## src/design/mem_pkg.sv

```systemverilog
package mem_pkg;

    // address and block geometry
    localparam int XLEN         = 32;
    localparam int BLOCK_BITS   = 64;  // one doubleword per block
    localparam int CACHE_LINES  = 32;
    localparam int IDX_BITS     = 5;
    localparam int OFFSET_BITS  = 3;   // byte offset inside a block
    localparam int TAG_BITS     = XLEN - IDX_BITS - OFFSET_BITS;

    // width of the memory response number and the returned tag
    localparam int MEM_TAG_BITS = 4;

    // memory bus commands
    typedef enum logic [1:0] {
        BUS_NONE  = 2'h0,
        BUS_LOAD  = 2'h1,
        BUS_STORE = 2'h2
    } bus_cmd_e;

    // miss handling in both caches
    typedef enum logic [1:0] {
        MS_IDLE = 2'h0,  // no miss outstanding
        MS_REQ  = 2'h1,  // asking the bus until accepted
        MS_WAIT = 2'h2   // accepted, waiting for the tag to come back
    } miss_state_e;

endpackage

```

## src/design/icache.sv

```systemverilog
`timescale 1ns/10ps

module icache (
    input  logic                             clock,
    input  logic                             rst,
    input  logic                             if_req,
    input  logic [mem_pkg::XLEN-1:0]         if_addr,
    input  logic [mem_pkg::MEM_TAG_BITS-1:0] ctrl2Icache_response,
    input  logic [mem_pkg::BLOCK_BITS-1:0]   ctrl2Icache_data,
    input  logic [mem_pkg::MEM_TAG_BITS-1:0] ctrl2Icache_tag,
    output logic [mem_pkg::BLOCK_BITS-1:0]   if_data,
    output logic                             if_valid,
    output mem_pkg::bus_cmd_e                Icache2ctrl_command,
    output logic [mem_pkg::XLEN-1:0]         Icache2ctrl_addr
);
    import mem_pkg::*;

    logic [TAG_BITS-1:0]    tags   [CACHE_LINES];
    logic [BLOCK_BITS-1:0]  blocks [CACHE_LINES];
    logic [CACHE_LINES-1:0] valid;

    miss_state_e             state;
    logic [MEM_TAG_BITS-1:0] pend_tag;
    logic [XLEN-4:0]         miss_blk;  // block address of the miss

    logic [IDX_BITS-1:0] idx;
    logic [TAG_BITS-1:0] tag;
    logic [IDX_BITS-1:0] miss_idx;
    logic                hit;
    logic                accepted;
    logic                fill;

    assign idx      = if_addr[IDX_BITS+OFFSET_BITS-1:OFFSET_BITS];
    assign tag      = if_addr[XLEN-1:IDX_BITS+OFFSET_BITS];
    assign hit      = valid[idx] && (tags[idx] == tag);
    assign miss_idx = miss_blk[IDX_BITS-1:0];

    assign accepted = (state == MS_REQ) && (ctrl2Icache_response != '0);
    assign fill     = (state == MS_WAIT) && (ctrl2Icache_tag == pend_tag);

    // lookup side
    assign if_data  = blocks[idx];
    assign if_valid = if_req && hit && (state == MS_IDLE);

    // bus side
    assign Icache2ctrl_command = (state == MS_REQ) ? BUS_LOAD : BUS_NONE;
    assign Icache2ctrl_addr    = {miss_blk, {OFFSET_BITS{1'b0}}};

    always_ff @(posedge clock) begin
        if (rst) begin
            state    <= MS_IDLE;
            pend_tag <= '0;
            valid    <= '0;
        end else begin
            case (state)
                MS_IDLE: begin
                    if (if_req && !hit)
                        state <= MS_REQ;
                end
                MS_REQ: begin
                    if (accepted) begin
                        state    <= MS_WAIT;
                        pend_tag <= ctrl2Icache_response;  // tag to watch for
                    end
                end
                MS_WAIT: begin
                    if (fill) begin
                        state           <= MS_IDLE;
                        valid[miss_idx] <= 1'b1;
                    end
                end
                default: state <= MS_IDLE;
            endcase
        end
    end

    always_ff @(posedge clock) begin
        if (state == MS_IDLE)
            miss_blk <= if_addr[XLEN-1:OFFSET_BITS];  // latched on the miss edge
        if (fill) begin
            tags[miss_idx]   <= miss_blk[XLEN-4:IDX_BITS];
            blocks[miss_idx] <= ctrl2Icache_data;
        end
    end

endmodule

```

## config.mk

```make
export PLATFORM = sky130hd
export DESIGN_NAME = icache
export DESIGN_NICKNAME = d
export VERILOG_FILES = /design/src/design/mem_pkg.sv /design/src/design/icache.sv
export SDC_FILE = /design/constraint.sdc
export NUM_CORES = 2
export LEC_CHECK = 0
export BUFFER_PORTS_ARGS = -buffer_cell sky130_fd_sc_hd__buf_2
export CAP_MARGIN = 25
export CORE_MARGIN = 2
export CORE_UTILIZATION = 52
export DETAILED_ROUTE_END_ITERATION = 10
export PLACE_DENSITY = 0.68
export SYNTH_ARGS = -nofsm -noshare
export SYNTH_HDL_FRONTEND = slang
export SYNTH_SLANG_ARGS = --single-unit
```

## constraint.sdc

```tcl
create_clock -name clock -period 10.4 [get_ports clock]
set_input_delay 1.04 -clock clock [delete_from_list [all_inputs] [get_ports clock]]
set_output_delay 1.04 -clock clock [all_outputs]
set_load 0.01 [all_outputs]
```

==> out/qor.txt <==
# IOs -> 206
Distinct cells, synth -> 60
Cts bufs inserted -> 301
Prevailing post-synth register cell -> edfxtp_1
TNS Setup -> 0 ns
Root Buffer -> clkbuf_16
Layout Skew -> 0.0389 ns
Top-count cell post-synth -> edfxtp_1
Power density over cell area -> 196 nW/um^2
Post-synth top area share -> 77.8%
Setup Buffers After CTS -> 0
WL/cell -> 32.9 um
Hold Path End -> miss_blk[23]
Number of global-route vias before repair -> 51.9k
RSZ-0062 raised after global routing -> no
Hold path start -> if_addr[26]
Status -> complete, no violations
WP data required -> 9.36 ns
Worst Hold Class -> primary input to register
GP Congestion -> 0.767
Clk slew on worst S/H paths -> 0.06 ns
Max VDD drop -> 0.178 mV
Die footprint -> 215,000 sq um
Starting DRT DRC Count -> 6,326
NumNets Final -> 5,136
Gr usage total -> 24.7%
Total of max-cap violations -> 0
Final Cycle Share -> 66.6%
Num Clock Sinks -> 2,883
Post_cts resized -> 0
Final Setup Violations -> 0
Largest net degree at the start of global routing -> 155
Synth Register Bits -> 2,883
Row Count -> 168
Sequential area share after synthesis -> 78.5%
Layout cells sized above 1 -> 30.3%
Max Buffers Root-to-Sink -> 4
Remaining Overflow, GRT -> 0
Syn Inst Count -> 4,647
Via count -> 51.4k
First-pass GRT wire length -> 378 mm
Fill cell count -> 14.7k
Final HPWL DP -> 129 mm
Final hold vios -> 0
Post-synth ARST share -> 0%
Syn Std Cell Area -> 110,000 sq um
CORE AREA -> 210,000 sq um
Setup CP Type -> primary input to output pin
DRT Pass-1 Iters -> 5
Static Leak -> 0.0391 uW
Post-synth EDFFs -> 2,845
Initial antenna violation count -> 32
Relative slew slack -> 22.1%
Dominant cells by area after synthesis -> edfxtp_1, mux4_2, mux2i_1, dfxtp_1, nand2_1
CTS H-tree depth -> 5
Final Max Slew Viols -> 0
DRC viols -> 0
Worst Hold Depth -> 1
Final Util -> 59.2%
Mean post-synth cell area -> 23.6 sq um
CTS tree -> done
Buffers on Ports -> 198
Initial Util -> 52.4%
Die span in x -> 464 um
Post-route ant nets -> 0
Worst r2r src -> pend_tag[3]
Die H -> 464 um
CP Launch Type -> primary input
Tmin final -> 6.93 ns
Synth top cells by count -> edfxtp_1, mux4_2, nand2_1
Leading area contributor after synthesis -> edfxtp_1
Synth warn -> 0
Critical path arrival -> 5.89 ns
Vias/cell -> 6.38
Hold Buf Count CTS -> 0
Reg-to-reg endpoint -> blocks[31][19]
Worst reg2reg setup slack -> 5.76 ns
Skew-Pair Late Insertion Delay -> 0.91 ns
Area Overhead vs Synth -> 13.0%
Worst slew pin tran -> 1.17 ns
Crit path max fanout -> 101
Peak Freq -> 0.144 GHz
Cell depth of the worst flop-to-flop path -> 9
Critical path endpoint category -> output pin
Final wirelength -> 265 mm
placed cells by master, fill, tap and decap left out, types with 6 or more instances in the layout:
| cell | n |
|---|---|
| a211oi_1 | 10 |
| a21oi_1 | 26 |
| a221oi_1 | 13 |
| a22o_1 | 6 |
| a22oi_1 | 16 |
| buf_12 | 21 |
| buf_2 | 193 |
| buf_4 | 97 |
| bufinv_16 | 32 |
| clkbuf_1 | 55 |
| clkbuf_16 | 305 |
| clkinv_1 | 62 |
| clkinv_2 | 49 |
| dfxtp_1 | 38 |
| diode_2 | 9 |
| edfxtp_1 | 2845 |
| mux2_2 | 42 |
| mux2i_1 | 122 |
| mux4_2 | 781 |
| nand2_1 | 168 |
| nand2b_1 | 9 |
| nand3_1 | 15 |
| nor2_1 | 82 |
| nor2_4 | 33 |
| nor2b_1 | 16 |
| nor4_1 | 7 |
| o2111ai_1 | 6 |
| o21ai_0 | 10 |
| o21ai_1 | 9 |
| o21ba_2 | 8 |
| o221ai_1 | 23 |
| o22ai_1 | 20 |
| xnor2_1 | 19 |
| xor2_1 | 18 |
registers in the layout, indices dropped and copies added, names as in the netlist:
register,cells
miss_blk,29
state,2
tags,768
valid,32
blocks,2048
pend_tag,4
through the flow:
step | total power [uW] | worst slack [ns] | area [sq um] | hold slack (ns) | cells
6_report | 24400 | 3.47 | 124000 | 0.347 | 8057
3_5_place_dp | 14200 | 3.47 | 115000 | 0.460 | 7529
5_1_grt | 25000 | 3.07 | 124000 | 0.301 | 8052
3_3_place_gp | 14200 | 3.42 | 114000 | 0.448 | 7520
2_1_floorplan | 13800 | 4.23 | 110000 | 0.435 | 4650
4_1_cts | 24500 | 3.43 | 124000 | 0.291 | 8046
report_power, final:
| group | internal (uW) | switching (uW) | total (uW) | leakage, uW |
|---|---|---|---|---|
| Sequential | 12800 | 77.4 | 12900 | 0.0259 |
| Combinational | 432 | 605 | 1040 | 0.00860 |
| Clock | 6160 | 4260 | 10400 | 0.00462 |
| Total | 19400 | 4940 | 24400 | 0.0391 |
kinds of logic after synthesis:
family | after synthesis | share of synthesized area, %
xor+xnor | 37 | 0.295
other cells | 1 | 0.00341
compound gates | 174 | 1.17
flops | 2883 | 78.5
mux | 948 | 17.6
buf+inv | 249 | 1.12
simple gates | 355 | 1.37
worst max path at each step:
stage,from,end,cells past startpoint,slack [ns]
after floorplan,ctrl2Icache_tag[2],blocks[24][0],6,4.23
after global placement,if_addr[3],if_valid,11,3.42
after detailed placement,if_addr[3],if_valid,11,3.47
after CTS,if_addr[3],if_valid,11,3.43
after global routing,if_addr[3],if_valid,11,3.07
final,if_addr[3],if_valid,11,3.47
worst max-delay path, cell delays in order:
cell	delay, ns
buf_8	0.44
buf_12	0.63
buf_4	0.75
mux2i_1	0.19
a32o_1	0.25
a221oi_1	0.90
xor2_1	0.13
nor3_1	0.23
o211ai_1	0.17
nor4_1	0.75
buf_2	0.26
layout make-up:
type	count	area [sq um]	area share [%]
Sequential cell	2883	86200	69.4
Clock buffer	362	7870	6.34
Inverter	5	26.3	0.0212
Antenna cell	9	22.5	0.0181
Tap cell	2805	3510	2.83
Multi-Input combinational cell	1518	22700	18.3
Clock inverter	155	1560	1.26
Timing Repair Buffer	320	2300	1.85
layer usage:
metal	vias up	share of wire [%]	routed length, um	GRT usage [%]
li1	20608	-	-	-
met1	27932	39	104000	34.3
met2	2335	49	131000	40.1
met3	512	8.1	21400	4.49
met4	16	3.3	8860	7.96
met5	-	0.037	99	0
Power figures use the tool's default switching activity.
