[src/design/mem_pkg.sv]
package mem_pkg;

    // address and block geometry
    localparam int XLEN         = 32;
    localparam int BLOCK_BITS   = 64;  // one doubleword per block
    localparam int CACHE_LINES  = 32;
    localparam int IDX_BITS     = 5;
    localparam int OFFSET_BITS  = 3;   // byte offset inside a block
    localparam int TAG_BITS     = XLEN - IDX_BITS - OFFSET_BITS;

    // width of the memory response number and the returned tag
    localparam int MEM_TAG_BITS = 4;

    // memory bus commands
    typedef enum logic [1:0] {
        BUS_NONE  = 2'h0,
        BUS_LOAD  = 2'h1,
        BUS_STORE = 2'h2
    } bus_cmd_e;

    // miss handling in both caches
    typedef enum logic [1:0] {
        MS_IDLE = 2'h0,  // no miss outstanding
        MS_REQ  = 2'h1,  // asking the bus until accepted
        MS_WAIT = 2'h2   // accepted, waiting for the tag to come back
    } miss_state_e;

endpackage

[src/design/dcache.sv]
`timescale 1ns/10ps

module dcache (
    input  logic                             clock,
    input  logic                             rst,
    input  mem_pkg::bus_cmd_e                dc_cmd,
    input  logic [mem_pkg::XLEN-1:0]         dc_addr,
    input  logic [mem_pkg::BLOCK_BITS-1:0]   dc_wdata,
    input  logic [mem_pkg::MEM_TAG_BITS-1:0] ctrl2Dcache_response,
    input  logic [mem_pkg::BLOCK_BITS-1:0]   ctrl2Dcache_data,
    input  logic [mem_pkg::MEM_TAG_BITS-1:0] ctrl2Dcache_tag,
    output logic [mem_pkg::BLOCK_BITS-1:0]   dc_rdata,
    output logic                             dc_done,
    output mem_pkg::bus_cmd_e                Dcache2ctrl_command,
    output logic [mem_pkg::XLEN-1:0]         Dcache2ctrl_addr,
    output logic [mem_pkg::BLOCK_BITS-1:0]   Dcache2ctrl_data
);
    import mem_pkg::*;

    logic [TAG_BITS-1:0]    tags   [CACHE_LINES];
    logic [BLOCK_BITS-1:0]  blocks [CACHE_LINES];
    logic [CACHE_LINES-1:0] valid;

    miss_state_e             state;
    logic [MEM_TAG_BITS-1:0] pend_tag;
    logic [XLEN-4:0]         miss_blk;

    logic [IDX_BITS-1:0] idx;
    logic [TAG_BITS-1:0] tag;
    logic [IDX_BITS-1:0] miss_idx;
    logic                hit;
    logic                load_miss;
    logic                store_req;
    logic                store_ack;
    logic                accepted;
    logic                fill;

    assign idx      = dc_addr[IDX_BITS+OFFSET_BITS-1:OFFSET_BITS];
    assign tag      = dc_addr[XLEN-1:IDX_BITS+OFFSET_BITS];
    assign hit      = valid[idx] && (tags[idx] == tag);
    assign miss_idx = miss_blk[IDX_BITS-1:0];

    // stores bypass the miss FSM and go straight out
    assign load_miss = (state == MS_IDLE) && (dc_cmd == BUS_LOAD) && !hit;
    assign store_req = (state == MS_IDLE) && (dc_cmd == BUS_STORE);
    assign store_ack = store_req && (ctrl2Dcache_response != '0);
    assign accepted  = (state == MS_REQ) && (ctrl2Dcache_response != '0);
    assign fill      = (state == MS_WAIT) && (ctrl2Dcache_tag == pend_tag);

    assign dc_rdata = blocks[idx];
    assign dc_done  = ((state == MS_IDLE) && (dc_cmd == BUS_LOAD) && hit) || store_ack;

    always_comb begin
        Dcache2ctrl_command = BUS_NONE;
        Dcache2ctrl_addr    = {miss_blk, {OFFSET_BITS{1'b0}}};
        if (state == MS_REQ) begin
            Dcache2ctrl_command = BUS_LOAD;
        end else if (store_req) begin
            Dcache2ctrl_command = BUS_STORE;
            Dcache2ctrl_addr    = {dc_addr[XLEN-1:OFFSET_BITS], {OFFSET_BITS{1'b0}}};
        end
    end

    assign Dcache2ctrl_data = dc_wdata;

    always_ff @(posedge clock) begin
        if (rst) begin
            state    <= MS_IDLE;
            pend_tag <= '0;
            valid    <= '0;
        end else begin
            case (state)
                MS_IDLE: begin
                    if (load_miss)
                        state <= MS_REQ;
                end
                MS_REQ: begin
                    if (accepted) begin
                        state    <= MS_WAIT;
                        pend_tag <= ctrl2Dcache_response;
                    end
                end
                MS_WAIT: begin
                    if (fill) begin
                        state           <= MS_IDLE;
                        valid[miss_idx] <= 1'b1;
                    end
                end
                default: state <= MS_IDLE;
            endcase
        end
    end

    // line writes: refill from memory or store hit
    always_ff @(posedge clock) begin
        if (state == MS_IDLE)
            miss_blk <= dc_addr[XLEN-1:OFFSET_BITS];
        if (fill) begin
            tags[miss_idx]   <= miss_blk[XLEN-4:IDX_BITS];
            blocks[miss_idx] <= ctrl2Dcache_data;
        end else if (store_ack && hit) begin
            blocks[idx] <= dc_wdata;  // no allocate on a store miss
        end
    end

endmodule

[config.mk]
export PLATFORM = sky130hd
export DESIGN_NAME = dcache
export DESIGN_NICKNAME = d
export VERILOG_FILES = /design/src/design/mem_pkg.sv /design/src/design/dcache.sv
export SDC_FILE = /design/constraint.sdc
export NUM_CORES = 2
export LEC_CHECK = 0
export BUFFER_PORTS_ARGS = -buffer_cell sky130_fd_sc_hd__buf_2
export CAP_MARGIN = 0
export CORE_MARGIN = 10
export CORE_UTILIZATION = 41
export CTS_CLUSTER_SIZE = 14
export DETAILED_ROUTE_END_ITERATION = 8
export PLACE_DENSITY_LB_ADDON = 0.1
export SLEW_MARGIN = 20
export SYNTH_ARGS = -nofsm -noshare
export SYNTH_HDL_FRONTEND = slang
export SYNTH_SLANG_ARGS = --single-unit
[constraint.sdc]
create_clock -name clock -period 11.2 [get_ports clock]
set_input_delay 1.12 -clock clock [delete_from_list [all_inputs] [get_ports clock]]
set_output_delay 1.12 -clock clock [all_outputs]
set_load 0.01 [all_outputs]
==> summary.md <==
| Metric | Value |
|---|---|
| Die X | `541.5 microns` |
| Number of flops mapped to enable cells by yosys | `2845` |
| I/O Pins | `335` |
| DRC | `0` |
| Die area | `293300 sq um` |
| Min-delay worst type | `in2reg` |
| Setup tns final | `0 ps` |
| CP Launch Type | `input pin` |
| Worst-path clk slew | `60 ps` |
| Max VDD drop | `110.7 uV` |
| CP endpoint kind | `output pin` |
| Tmin final | `7521 ps` |
| CP max FO | `100` |
| Clock buffer depth | `4` |
| Critical path type | `in2out` |
| Pre-CTS setup slack | `3185 ps` |
| Routed WL | `305000 microns` |
| Worst Skew | `70.87 ps` |
| CP arrival | `6400 ps` |
| RSZ-0062 raised after global routing | `no` |
| CTS H-tree lvls | `5` |
| Pwr per Cell Area | `178.8 nW/um^2` |
| Cells after Synth | `4930` |
| TritonCTS Sinks | `2883` |
| Leak | `40.56 nW` |
| Share of the synthesized area in the top cell type | `76.61%` |
| WP data required | `10080 ps` |
| Sequential element share of the synthesized area | `77.29%` |
| Most used cell along the critical path | `buf_4` |
| Fmax | `133.0 MHz` |
| Buf+Inv Stages, Crit Path | `6` |
| Antenna violations before repair | `7` |
| Routed via count | `53.44k` |
| Worst-Skew Late Latency | `910 ps` |
| Largest net degree at the start of global routing | `103` |
| Die Ht | `541.5 microns` |
| Largest cells by area after synthesis | `edfxtp_1 77%, mux4_2 15%, mux2i_1 1.7%` |
| Rel. slew slack | `22.27%` |
| Cell variety after synth | `52` |
| Most common cell after layout, fill and taps aside | `edfxtp_1` |
| Warnings from Yosys | `0` |
| Core area | `270800 sq um` |
| Buffers on Ports | `328` |
| Antenna viol nets, final | `0` |
| Initial core utilization | `41.19%` |
| Vias in the first global route | `55.53k` |
| Worst path max stage delay | `790 ps` |
| CP Cell Sequence | `buf_12, buf_4, buf_4, buf_12, buf_4, mux4_2, mux4_2, nand2_1, nand2_1, buf_2` |
| Crit path max-delay family | `buffers and inverters` |
| Final Cycle Share | `67.15%` |
| Syn_area_per_cell | `22.62 sq um` |
| Post-CTS Resized | `0` |
| FP Rows | `191` |
| Total CTS buffers | `313` |
| Fraction of registers with async set/reset | `0%` |
| 1st-iter DRT viols | `5071` |
| Worst hold slack | `445.6 ps` |
| TritonCTS clock tree | `done` |
| Post-CTS Setup Repair Bufs | `0` |
| GPL Wtd Cong | `0.7234` |
| Routed wire length per instance | `33.14 microns` |
| Ys flop type | `edfxtp_1` |
| Most frequent cells in the layout | `2845 x edfxtp_1, 752 x mux4_2, 323 x buf_2` |
| Via density | `5.806` |
| Worst Tran Pin Value | `1164 ps` |
| Synth Cell Area | `111500 sq um` |
| Slowest-stage cell, CP | `buf_4` |
| Synth-to-layout area growth | `14.80%` |
| Clock root buffer | `clkbuf_16` |
| Fin nets | `5565` |
| Post-route total power | `22.89 mW` |
| Share of layout cells above drive strength 1 | `32.69%` |
| DP HPWL | `147600 microns` |
| GR Overflow Total | `0` |
| Pre-Repair DR Iteration Count | `5` |
| # setup viols final | `0` |
| Hold_buf cts | `0` |
| Total Routing Usage GR | `20.41%` |
| Final Worst Setup Slack | `3679 ps` |
| Max_cap viols | `0` |
| Slew Limit Fails | `0` |
| Outcome | `finished, final reports clean` |
| Synthesized flop and latch total | `2883` |
| Final count of hold timing violations | `0` |
| First-pass GRT wire length | `428300 microns` |
| Area leader, netlist | `edfxtp_1` |
[layer usage]
metal	track usage (%)	vias up	routed length (microns)
met1	29.66	29591	134300
li1	-	21756	-
met4	4.267	0	6218
met5	0	-	0
met3	3.361	376	18440
met2	32.78	1712	146000
[cells by family (layout without fill, tap and decap cells)]
| kind of cell | after synthesis | count (layout) | synth area share, % |
|---|---|---|---|
| xor+xnor | 27 | 27 | 0.2121 |
| other cells | 1 | 7 | 0.003363 |
| buf+inv | 342 | 1039 | 1.564 |
| flops | 2883 | 2883 | 77.29 |
| compound gates | 199 | 199 | 1.317 |
| mux | 1034 | 1034 | 17.84 |
| simple gates | 444 | 444 | 1.769 |
[registers in the layout, indices dropped and copies added, names as in the netlist]
register / count
blocks: 2048
miss_blk: 29
pend_tag: 4
state: 2
tags: 768
valid: 32
[layout make-up]
| cell class | instances | area [sq um] |
|---|---|---|
| clock inverter | 177 | 1473 |
| antenna | 4 | 10.01 |
| inverter | 6 | 27.53 |
| fill | 22309 | 142700 |
| timing repair buffer | 482 | 3201 |
| clock buffer | 374 | 8188 |
| multi-input combinational | 1707 | 24460 |
| tap | 3570 | 4467 |
| sequential | 2883 | 86190 |
[synth_stat cells (7+ instances only)]
master	n
a211oi_1	7
a21oi_1	17
a221oi_1	9
a22oi_1	86
buf_1	31
buf_2	41
buf_4	79
buf_6	15
clkbuf_1	170
dfxtp_1	38
edfxtp_1	2845
mux2_2	93
mux2i_1	184
mux4_2	752
nand2_1	213
nand2b_1	10
nand3_1	32
nand3b_1	9
nand4_1	12
nor2_1	110
nor2b_1	12
nor3_1	9
nor3b_1	7
o21ai_0	8
o22ai_1	21
o32ai_1	27
xnor2_1	13
xor2_1	14
[power by group]
part	total (mW)	internal, mW	switching, mW
combinational	1.05	0.427	0.620
sequential	12.0	11.9	0.0650
clock	9.88	5.64	4.24
[through the flow]
stage / utilization, % / cells / area [sq um]
global placement: 43.65 / 8639 / 118200
finish: 47.28 / 9203 / 128000
detailed placement: 43.67 / 8643 / 118300
global route: 47.28 / 9200 / 128000
CTS: 47.24 / 9194 / 127900
floorplan: - / 4932 / 111500
[path summary, 6_finish.rpt]
kind,start,end,slack (ps),cells past startpoint
min,dc_addr[12],miss_blk[9],450,1
min reg2reg,pend_tag[1],pend_tag[1],470,2
max,dc_addr[3],dc_rdata[3],3680,10
max reg2reg,tags[15][11],blocks[5][51],5100,12
No activity file was read; power rests on OpenSTA's default activity.
