==> config.mk <==
export PLATFORM = sky130hd
export DESIGN_NAME = cache_controller
export DESIGN_NICKNAME = d
export VERILOG_FILES = /design/src/design/mem_pkg.sv /design/src/design/cache_controller.sv
export SDC_FILE = /design/constraint.sdc
export NUM_CORES = 1
export LEC_CHECK = 0
export ABC_AREA = 0
export BUFFER_PORTS_ARGS = -buffer_cell sky130_fd_sc_hd__buf_4
export CORE_AREA = 5 5 168 170
export DETAILED_ROUTE_END_ITERATION = 7
export DIE_AREA = 0 0 173 175
export SYNTH_ARGS = -nofsm -noshare
export SYNTH_HDL_FRONTEND = slang
export SYNTH_SLANG_ARGS = --single-unit
==> constraint.sdc <==
create_clock -name vclk -period 2.4
set_clock_uncertainty 0.1 [all_clocks]
set_input_delay 0.12 -clock vclk [all_inputs]
set_output_delay 0.12 -clock vclk [all_outputs]
set_load 0.02 [all_outputs]
==> src/design/mem_pkg.sv <==
package mem_pkg;

    // address and block geometry
    localparam int XLEN         = 32;
    localparam int BLOCK_BITS   = 64;  // one doubleword per block
    localparam int CACHE_LINES  = 32;
    localparam int IDX_BITS     = 5;
    localparam int OFFSET_BITS  = 3;   // byte offset inside a block
    localparam int TAG_BITS     = XLEN - IDX_BITS - OFFSET_BITS;

    // width of the memory response number and the returned tag
    localparam int MEM_TAG_BITS = 4;

    // memory bus commands
    typedef enum logic [1:0] {
        BUS_NONE  = 2'h0,
        BUS_LOAD  = 2'h1,
        BUS_STORE = 2'h2
    } bus_cmd_e;

    // miss handling in both caches
    typedef enum logic [1:0] {
        MS_IDLE = 2'h0,  // no miss outstanding
        MS_REQ  = 2'h1,  // asking the bus until accepted
        MS_WAIT = 2'h2   // accepted, waiting for the tag to come back
    } miss_state_e;

endpackage

==> src/design/cache_controller.sv <==
`timescale 1ns/10ps

module cache_controller (
    // from memory
    input  logic [mem_pkg::MEM_TAG_BITS-1:0] mem2proc_response,  // zero means refused
    input  logic [mem_pkg::BLOCK_BITS-1:0]   mem2proc_data,
    input  logic [mem_pkg::MEM_TAG_BITS-1:0] mem2proc_tag,
    // to memory
    output mem_pkg::bus_cmd_e                proc2mem_command,
    output logic [mem_pkg::XLEN-1:0]         proc2mem_addr,
    output logic [mem_pkg::BLOCK_BITS-1:0]   proc2Dmem_data,
    // instruction cache side
    input  mem_pkg::bus_cmd_e                Icache2ctrl_command,
    input  logic [mem_pkg::XLEN-1:0]         Icache2ctrl_addr,
    output logic [mem_pkg::MEM_TAG_BITS-1:0] ctrl2Icache_response,
    output logic [mem_pkg::BLOCK_BITS-1:0]   ctrl2Icache_data,
    output logic [mem_pkg::MEM_TAG_BITS-1:0] ctrl2Icache_tag,
    // data cache side
    input  mem_pkg::bus_cmd_e                Dcache2ctrl_command,
    input  logic [mem_pkg::XLEN-1:0]         Dcache2ctrl_addr,
    input  logic [mem_pkg::BLOCK_BITS-1:0]   Dcache2ctrl_data,
    output logic [mem_pkg::MEM_TAG_BITS-1:0] ctrl2Dcache_response,
    output logic [mem_pkg::BLOCK_BITS-1:0]   ctrl2Dcache_data,
    output logic [mem_pkg::MEM_TAG_BITS-1:0] ctrl2Dcache_tag
);
    import mem_pkg::*;

    logic d_wins;

    assign d_wins = (Dcache2ctrl_command != BUS_NONE);  // data side has priority

    always_comb begin
        if (d_wins) begin
            proc2mem_command     = Dcache2ctrl_command;
            proc2mem_addr        = Dcache2ctrl_addr;
            proc2Dmem_data       = Dcache2ctrl_data;
            ctrl2Dcache_response = mem2proc_response;
            ctrl2Icache_response = '0;
        end else begin
            proc2mem_command     = Icache2ctrl_command;
            proc2mem_addr        = Icache2ctrl_addr;
            proc2Dmem_data       = '0;  // fetches carry no data
            ctrl2Dcache_response = '0;
            ctrl2Icache_response = mem2proc_response;
        end
    end

    // returning data goes to both, each cache matches its own tag
    assign ctrl2Icache_data = mem2proc_data;
    assign ctrl2Icache_tag  = mem2proc_tag;
    assign ctrl2Dcache_data = mem2proc_data;
    assign ctrl2Dcache_tag  = mem2proc_tag;

endmodule

==> results.json, run 1 <==
{
  "crit_chain": "buf_4 > nor2_4 > buf_4 > mux2_2 > buf_4",
  "final.min_clock_period_ps": 1630,
  "yosys.area_share.simple": 0.235,
  "drtAntennaViolNets": 0,
  "vdd_drop_max_mv": 0.0617,
  "final-hold-violation-count": 0,
  "maxSlewHeadroom": 0.627,
  "crit_path_top_delay_cell": "buf_4",
  "postPlaceCellArea_mm2": 0.00310,
  "power.density_mw_per_mm2": 213,
  "worst_hold_path_depth": 0,
  "syn_to_final_growth_pct": 58.0,
  "dr.first_iter.drc_count": 35,
  "tns_ps": 0,
  "nFlopsAndLatches": 0,
  "critical_path.max_stage_delay_ps": 450,
  "path_class": "input port to output pin",
  "pre_cts_slack_ps": 737,
  "placementRows": 60,
  "die_area_mm2": 0.0303,
  "yosys-mux-area-fraction": 0.184,
  "sequential_cell_area_fraction_in_the_yosys_report": 0,
  "via_per_inst": 2.70,
  "number_of_antenna_violations_at_the_first_check_in_global_routing": 0,
  "ctsResizeCount": 0,
  "die_height_um": 175,
  "grt_first_pass_wirelength_mm": 12.3,
  "mappedNetlistNets": 460,
  "min_delay_worst_endpoint": "ctrl2Dcache_data[13]",
  "instances_no_fill": 694,
  "globalplace.congestion": 0.664,
  "synthCells": 256,
  "maximum_number_of_pins_on_one_net_before_global_route_repair": 56,
  "die_x_um": 173,
  "cts_hold_buffers": 0,
  "post_synth_xor_area_fraction": 0,
  "setup.worst_path.start_class": "input port",
  "coreArea_mm2": 0.0266,
  "post_synth.cell_area_avg_um2": 7.66,
  "yosysUniqueCellTypes": 10,
  "post-cts-setup-buffer-count": 0,
  "worst_pin_slew_ps": 560,
  "register_area_um2": 0,
  "fraction_of_final_layout_cells_with_drive_strength_greater_than_1": 0.785,
  "grt_use_total": 0.0513,
  "fmaxAchievable_mhz": 613,
  "finalMaxSlewViolations": 0,
  "design_power_total_uw": 661,
  "critPathArrivalTime_ps": 1410,
  "ys.warnings.count": 0,
  "final.setup.worst_slack_ps": 768,
  "final_design_area_no_fill_mm2": 0.00310,
  "drt_wl_total_mm": 9.18,
  "first_global_vias": 2028,
  "synth-compound-area-share": 0.00638,
  "dp_hpwl_mm": 8.36,
  "post_drt_wl_per_cell_um": 13.2,
  "synthDominantAreaCellType": "buf_4",
  "gr-total-overflow": 0,
  "run_status": "finished, final reports clean",
  "synth_top_family_by_area": "buffers and inverters",
  "power_leakage_uw": 0.00150,
  "critPathCaptureType": "output pin",
  "final_min_period_over_clock_period": 0.680,
  "path_buf_inv": 3,
  "boundaryPins": 446,
  "cp_data_required_time_ps": 2180,
  "antennaDiodeCount": 0,
  "synth-adder-area-share": 0,
  "timing.critical_path.fanout_max": 49,
  "detail_route.first_pass.iterations": 2,
  "path_delay_family": "buffers and inverters",
  "timing.max_cap.violations": 0,
  "report.final.setup_viol": 0,
  "rsz0062_at_grt": "false",
  "yosysTopAreaCellShare": 0.540,
  "dpl.cell_count": 694,
  "synth.cell_area_mm2": 0.00196,
  "initial_utilization": 0.0738,
  "clock_buffer_count": 0,
  "crit_top_cell": "buf_4",
  "buffer_ports.inserted": 242,
  "hold_class": "input port to output pin",
  "timing.hold.worst.start": "mem2proc_data[13]",
  "dr_total_vias": 1876,
  "nets": 559,
  "drc": 0,
  "synth.top_cells.by_area": "buf_4 (54%), nor2b_1 (22%), mux2_2 (18%)"
}
[routing by layer]
| layer | routed length (µm) | up-vias | share of wire | track usage |
|---|---|---|---|---|
| li1 | - | 847 | - | - |
| met1 | 3060 | 758 | 0.33 | 0.0519 |
| met2 | 4050 | 242 | 0.44 | 0.0802 |
| met3 | 1800 | 27 | 0.20 | 0.0435 |
| met4 | 223 | 2 | 0.024 | 0.0120 |
| met5 | 38 | - | 0.0041 | 0.00962 |
[Yosys cell counts]
cell type / number
buf_2: 1
mux2_2: 32
nor2_4: 1
buf_4: 141
and2_1: 4
a21o_1: 1
inv_1: 2
nor2b_1: 68
o21ai_0: 1
buf_6: 5
[through the flow]
step | hold slack, ps | util
final | 140 | 0.117
after global routing | 140 | 0.117
after CTS | 140 | 0.117
after detailed placement | 140 | 0.117
after global placement | 140 | 0.117
after floorplan | 253 | -
[cells by family (layout without fill, tap and decap cells)]
| logic type | Yosys count | count (layout) |
|---|---|---|
| AO/OA/AOI/OAI | 2 | 2 |
| buffers and inverters | 149 | 246 |
| multiplexers | 32 | 32 |
| AND/OR/NAND/NOR | 73 | 73 |
[how the worst max path moves through the flow]
stage | start | end | slack (ps) | cells past startpoint
6_report | Dcache2ctrl_command[1] | proc2mem_addr[27] | 770 | 5
5_1_grt | Dcache2ctrl_command[1] | proc2mem_addr[12] | 680 | 5
4_1_cts | Dcache2ctrl_command[1] | proc2mem_addr[12] | 730 | 5
3_5_place_dp | Dcache2ctrl_command[1] | proc2mem_addr[12] | 740 | 5
3_3_place_gp | Dcache2ctrl_command[1] | proc2mem_addr[12] | 770 | 5
2_1_floorplan | Dcache2ctrl_command[1] | proc2mem_addr[10] | 1360 | 3
[placed cells by master (no fill, tap or decap)]
master     n
buf_4    244
nor2b_1   68
a21o_1     1
nor2_4     1
inv_1      2
o21ai_0    1
mux2_2    32
and2_1     4
[where the power goes]
| group | switching, µW | internal, µW |
|---|---|---|
| clock | 0 | 0 |
| sequential | 0 | 0 |
| combinational | 303 | 358 |
| total | 303 | 358 |
[final cells by class]
type	instances	area [µm²]
Fill cell	3102	23500
Timing Repair Buffer	244	1830
Multi-Input combinational cell	107	835
Tap cell	341	427
Inverter	2	7.51
(Power assumes the default switching activity.)
==> run 2: changes to the inputs <==
Settings changed: CORE_AREA 5 5 168 170 to 5 5 170 172, DIE_AREA 0 0 173 175 to 0 0 175 177.
Clock period 2.4 ns to 1.53 ns, I/O delays scaled along.
==> run 2 against run 1 <==
Effect of this change: setup slack worse by 600 ps; final area is 1.4% higher; utilization is 0.16 points lower; via count is 0.91% higher; cell count is 1.2% higher; critical path depth stayed put; combinational power is 59% higher; largest power group unchanged; highest routed layer is now met4.
==> results.json, run 2 (synthesized netlist as in run 1, its figures left out) <==
{
  "vdd_drop_max_mv": 0.134,
  "post-cts-setup-buffer-count": 0,
  "nFlopsAndLatches": 0,
  "layout.cells.most_common": "buf_4",
  "drtAntennaViolNets": 0,
  "boundaryPins": 446,
  "grt_use_total": 0.0477,
  "final.min_clock_period_ps": 1360,
  "final_design_area_no_fill_mm2": 0.00314,
  "worst_pin_slew_ps": 241,
  "tns_ps": 0,
  "crit_path_top_delay_cell": "mux2_2",
  "most_frequent_cells_in_the_layout": "buf_4 (243), nor2b_1 (68), mux2_2 (32)",
  "gr-total-overflow": 0,
  "instances_no_fill": 702,
  "register_area_um2": 0,
  "ctsResizeCount": 0,
  "setup.worst_path.start_class": "input port",
  "timing.max_cap.violations": 0,
  "dr_total_vias": 1893,
  "power_leakage_uw": 0.00152,
  "timing.critical_path.fanout_max": 33,
  "buffer_ports.inserted": 242,
  "drc": 0,
  "cts_hold_buffers": 0,
  "grt_first_pass_wirelength_mm": 11.6,
  "crit_chain": "buf_4 > nor2_4 > buf_12 > mux2_2 > buf_4",
  "report.final.setup_viol": 0,
  "die_x_um": 175,
  "via_per_inst": 2.70,
  "post_drt_wl_per_cell_um": 12.5,
  "cp_data_required_time_ps": 1350,
  "coreArea_mm2": 0.0273,
  "dpl.cell_count": 700,
  "final-hold-violation-count": 0,
  "initial_utilization": 0.0718,
  "detail_route.first_pass.iterations": 2,
  "path_delay_family": "buffers and inverters",
  "critical_path.max_stage_delay_ps": 400,
  "crit_top_cell": "buf_4",
  "run_status": "finished, final reports clean",
  "dr.first_iter.drc_count": 20,
  "clock_buffer_count": 0,
  "drt_wl_total_mm": 8.79,
  "die_height_um": 177,
  "globalplace.congestion": 0.673,
  "hold_class": "input port to output pin",
  "maxSlewHeadroom": 0.839,
  "timing.hold.worst.start": "mem2proc_data[49]",
  "nets": 560,
  "rsz0062_at_grt": "false",
  "syn_to_final_growth_pct": 60.3,
  "critPathCaptureType": "output pin",
  "power.density_mw_per_mm2": 334,
  "crit_path_start": "Dcache2ctrl_command[1]",
  "fraction_of_final_layout_cells_with_drive_strength_greater_than_1": 0.785,
  "die_area_mm2": 0.0310,
  "critPathArrivalTime_ps": 1180,
  "fmaxAchievable_mhz": 735,
  "number_of_antenna_violations_at_the_first_check_in_global_routing": 2,
  "first_global_vias": 1977,
  "finalMaxSlewViolations": 0,
  "maximum_number_of_pins_on_one_net_before_global_route_repair": 51,
  "final_min_period_over_clock_period": 0.889,
  "path_buf_inv": 3,
  "path_class": "input port to output pin",
  "postPlaceCellArea_mm2": 0.00314,
  "placementRows": 61,
  "dp_hpwl_mm": 8.00
}
==> run 2: changes by cell type in the layout (fill, tap and decap cells not counted), sizes merged <==
cell	before	now
buf	244	245
diode	0	2
==> run 2: final timing paths <==
| path | to | cells past startpoint | slack, ps |
|---|---|---|---|
| worst min-delay path | ctrl2Dcache_data[49] | 0 | 50 |
| worst max-delay path | proc2mem_addr[3] | 5 | 170 |
==> run 2: where the power goes <==
part	internal, µW	total (µW)	switching [µW]	leakage [µW]
Clock	0.000175	0.000175	0	0.0000000127
Combinational	571	1050	478	0.00152
Sequential	0	0	0	0
Total	571	1050	478	0.00152
==> run 2: metal layers <==
layer / wire length (µm) / vias to the layer above / part of all wire / track usage
met4: 228 / 0 / 0.026 / 0.0154
met3: 1760 / 24 / 0.20 / 0.0363
li1: - / 852 / - / -
met1: 2660 / 767 / 0.30 / 0.0433
met2: 4140 / 250 / 0.47 / 0.0827
met5: 0 / - / 0 / 0
==> run 2: layout make-up <==
cell class	instances	area (µm²)
Antenna cell	2	5.00
Fill cell	3171	24200
Inverter	2	7.51
Multi-Input combinational cell	107	835
Tap cell	346	433
Timing Repair Buffer	245	1860
==> run 2: metrics by stage <==
stage                     hold WS [ps]  total power [µW]  worst slack, ps  utilization
final                             53.0              1050              169        0.115
after global routing              53.0              1120              137        0.115
after global placement            53.2              1060              179        0.115
after floorplan                    166               992              578            -
after CTS                         53.2              1070              168        0.115
after detailed placement          53.2              1060              168        0.115
==> run 3: changes to the inputs <==
Settings changed: CORE_AREA 5 5 170 172 to 2 2 172 174, DIE_AREA 0 0 175 177 to 0 0 174 176.
==> run 3 against run 2 <==
Effect of this change: sequential share of layout area did not move; cell count rose by 5.1%; routed wire length is 0.86% higher; clock-buffer cell count unchanged; sequential cell count did not move; global-route usage up 0.17 points; die area is 1.1% lower; hold slack unchanged; first-iteration DRC count rose by 45%; setup slack got worse by 43 ps; combinational power about the same; non-clock buffer count did not move; largest cell class unchanged; highest routed layer is now met5.
==> results.json, run 3 (synthesized netlist as in run 1, its figures left out) <==
{
  "run_status": "finished, final reports clean",
  "dr.first_iter.drc_count": 29,
  "final_min_period_over_clock_period": 0.918,
  "critPathCaptureType": "output pin",
  "hold_class": "input port to output pin",
  "coreArea_mm2": 0.0285,
  "detail_route.first_pass.iterations": 4,
  "fraction_of_final_layout_cells_with_drive_strength_greater_than_1": 0.785,
  "crit_chain": "buf_4 > nor2_4 > buf_12 > mux2_2 > buf_4",
  "die_area_mm2": 0.0306,
  "final_design_area_no_fill_mm2": 0.00319,
  "maxSlewHeadroom": 0.844,
  "number_of_antenna_violations_at_the_first_check_in_global_routing": 0,
  "crit_top_cell": "buf_4",
  "layout.cells.most_common": "buf_4",
  "dp_hpwl_mm": 7.94,
  "post_drt_wl_per_cell_um": 12.0,
  "via_per_inst": 2.58,
  "maximum_number_of_pins_on_one_net_before_global_route_repair": 48,
  "p_comb_frac": 1.000,
  "dr_total_vias": 1902,
  "power_leakage_uw": 0.00152,
  "power.share.clock": 0,
  "syn_to_final_growth_pct": 62.4,
  "antennaDiodeCount": 0,
  "gr-total-overflow": 0,
  "first_global_vias": 1862,
  "drtAntennaViolNets": 0,
  "drc": 0,
  "vdd_drop_max_mv": 0.129,
  "path_class": "input port to output pin",
  "placementRows": 62,
  "die_x_um": 174,
  "most_frequent_cells_in_the_layout": "buf_4 (243), nor2b_1 (68), mux2_2 (32)",
  "clock_buffer_count": 0,
  "register_area_um2": 0,
  "cp_data_required_time_ps": 1350,
  "fmaxAchievable_mhz": 712,
  "nFlopsAndLatches": 0,
  "timing.critical_path.fanout_max": 43,
  "drt_wl_total_mm": 8.87,
  "buffer_ports.inserted": 242,
  "critical_path.max_stage_delay_ps": 420,
  "tns_ps": 0,
  "rsz0062_at_grt": "false",
  "crit_path_top_delay_cell": "mux2_2",
  "boundaryPins": 446,
  "die_height_um": 176,
  "net-switching-power_uw": 474,
  "grt_use_total": 0.0494,
  "grt_first_pass_wirelength_mm": 11.6,
  "setup.worst_path.start_class": "input port",
  "finalMaxSlewViolations": 0,
  "initial_utilization": 0.0687,
  "nets": 560,
  "worst_pin_slew_ps": 234,
  "switching_share": 0.453,
  "post-cts-setup-buffer-count": 0,
  "final-hold-violation-count": 0,
  "timing.max_cap.violations": 0,
  "cts_hold_buffers": 0,
  "internal-power_uw": 572,
  "power.density_mw_per_mm2": 328,
  "num-fill-cells": 3312,
  "critPathArrivalTime_ps": 1230,
  "ctsResizeCount": 0,
  "final.min_clock_period_ps": 1400,
  "report.final.setup_viol": 0,
  "globalplace.congestion": 0.698,
  "postPlaceCellArea_mm2": 0.00319,
  "seqPwrFrac": 0
}
[run 3: cell count changes in the layout (fill, tap and decap cells not counted)]
cell / delta
diode_2: -2
[run 3: final cells by class]
| cell class | instances | area [µm²] | share of cell area |
|---|---|---|---|
| multi-input combinational | 107 | 835 | 0.262 |
| tap | 384 | 480 | 0.151 |
| timing repair buffer | 245 | 1860 | 0.585 |
| inverter | 2 | 7.51 | 0.00236 |
[run 3: final timing paths]
path / startpoint / end / slack [ps] / cells after the start
worst max-delay path: Dcache2ctrl_command[1] / proc2mem_addr[1] / 130 / 5
worst min-delay path: mem2proc_data[2] / ctrl2Dcache_data[2] / 50 / 0
[run 3: power groups by stage]
| stage | logic [µW] | clock network, µW | registers (µW) |
|---|---|---|---|
| floorplan | 992 | 0 | 0 |
| global placement | 1050 | 0 | 0 |
| detailed placement | 1060 | 0 | 0 |
| CTS | 1060 | 0 | 0 |
| global route | 1110 | 0 | 0 |
| finish | 1050 | 0 | 0 |
[run 3: stage by stage]
step	std cells	util	setup WS, ps	power (µW)	hold WS, ps
after CTS	738	0.112	71.2	1060	53.2
after floorplan	256	-	578	992	166
final	738	0.112	126	1050	53.0
after global routing	738	0.112	40.6	1110	53.0
after global placement	738	0.112	86.0	1050	53.2
after detailed placement	738	0.112	71.9	1060	53.2
[run 3: critical path: cells and delay by family]
family | cells | cell delay (ps)
buffers and inverters | 3 | 540
muxes | 1 | 420
and+or+nand+nor | 1 | 160
[run 3: metal layers]
layer / global-route usage / vias up / wire length (µm)
li1: - / 849 / -
met5: 0.0144 / - / 60
met4: 0.00875 / 2 / 158
met3: 0.0420 / 28 / 1800
met1: 0.0501 / 782 / 2890
met2: 0.0770 / 241 / 3960
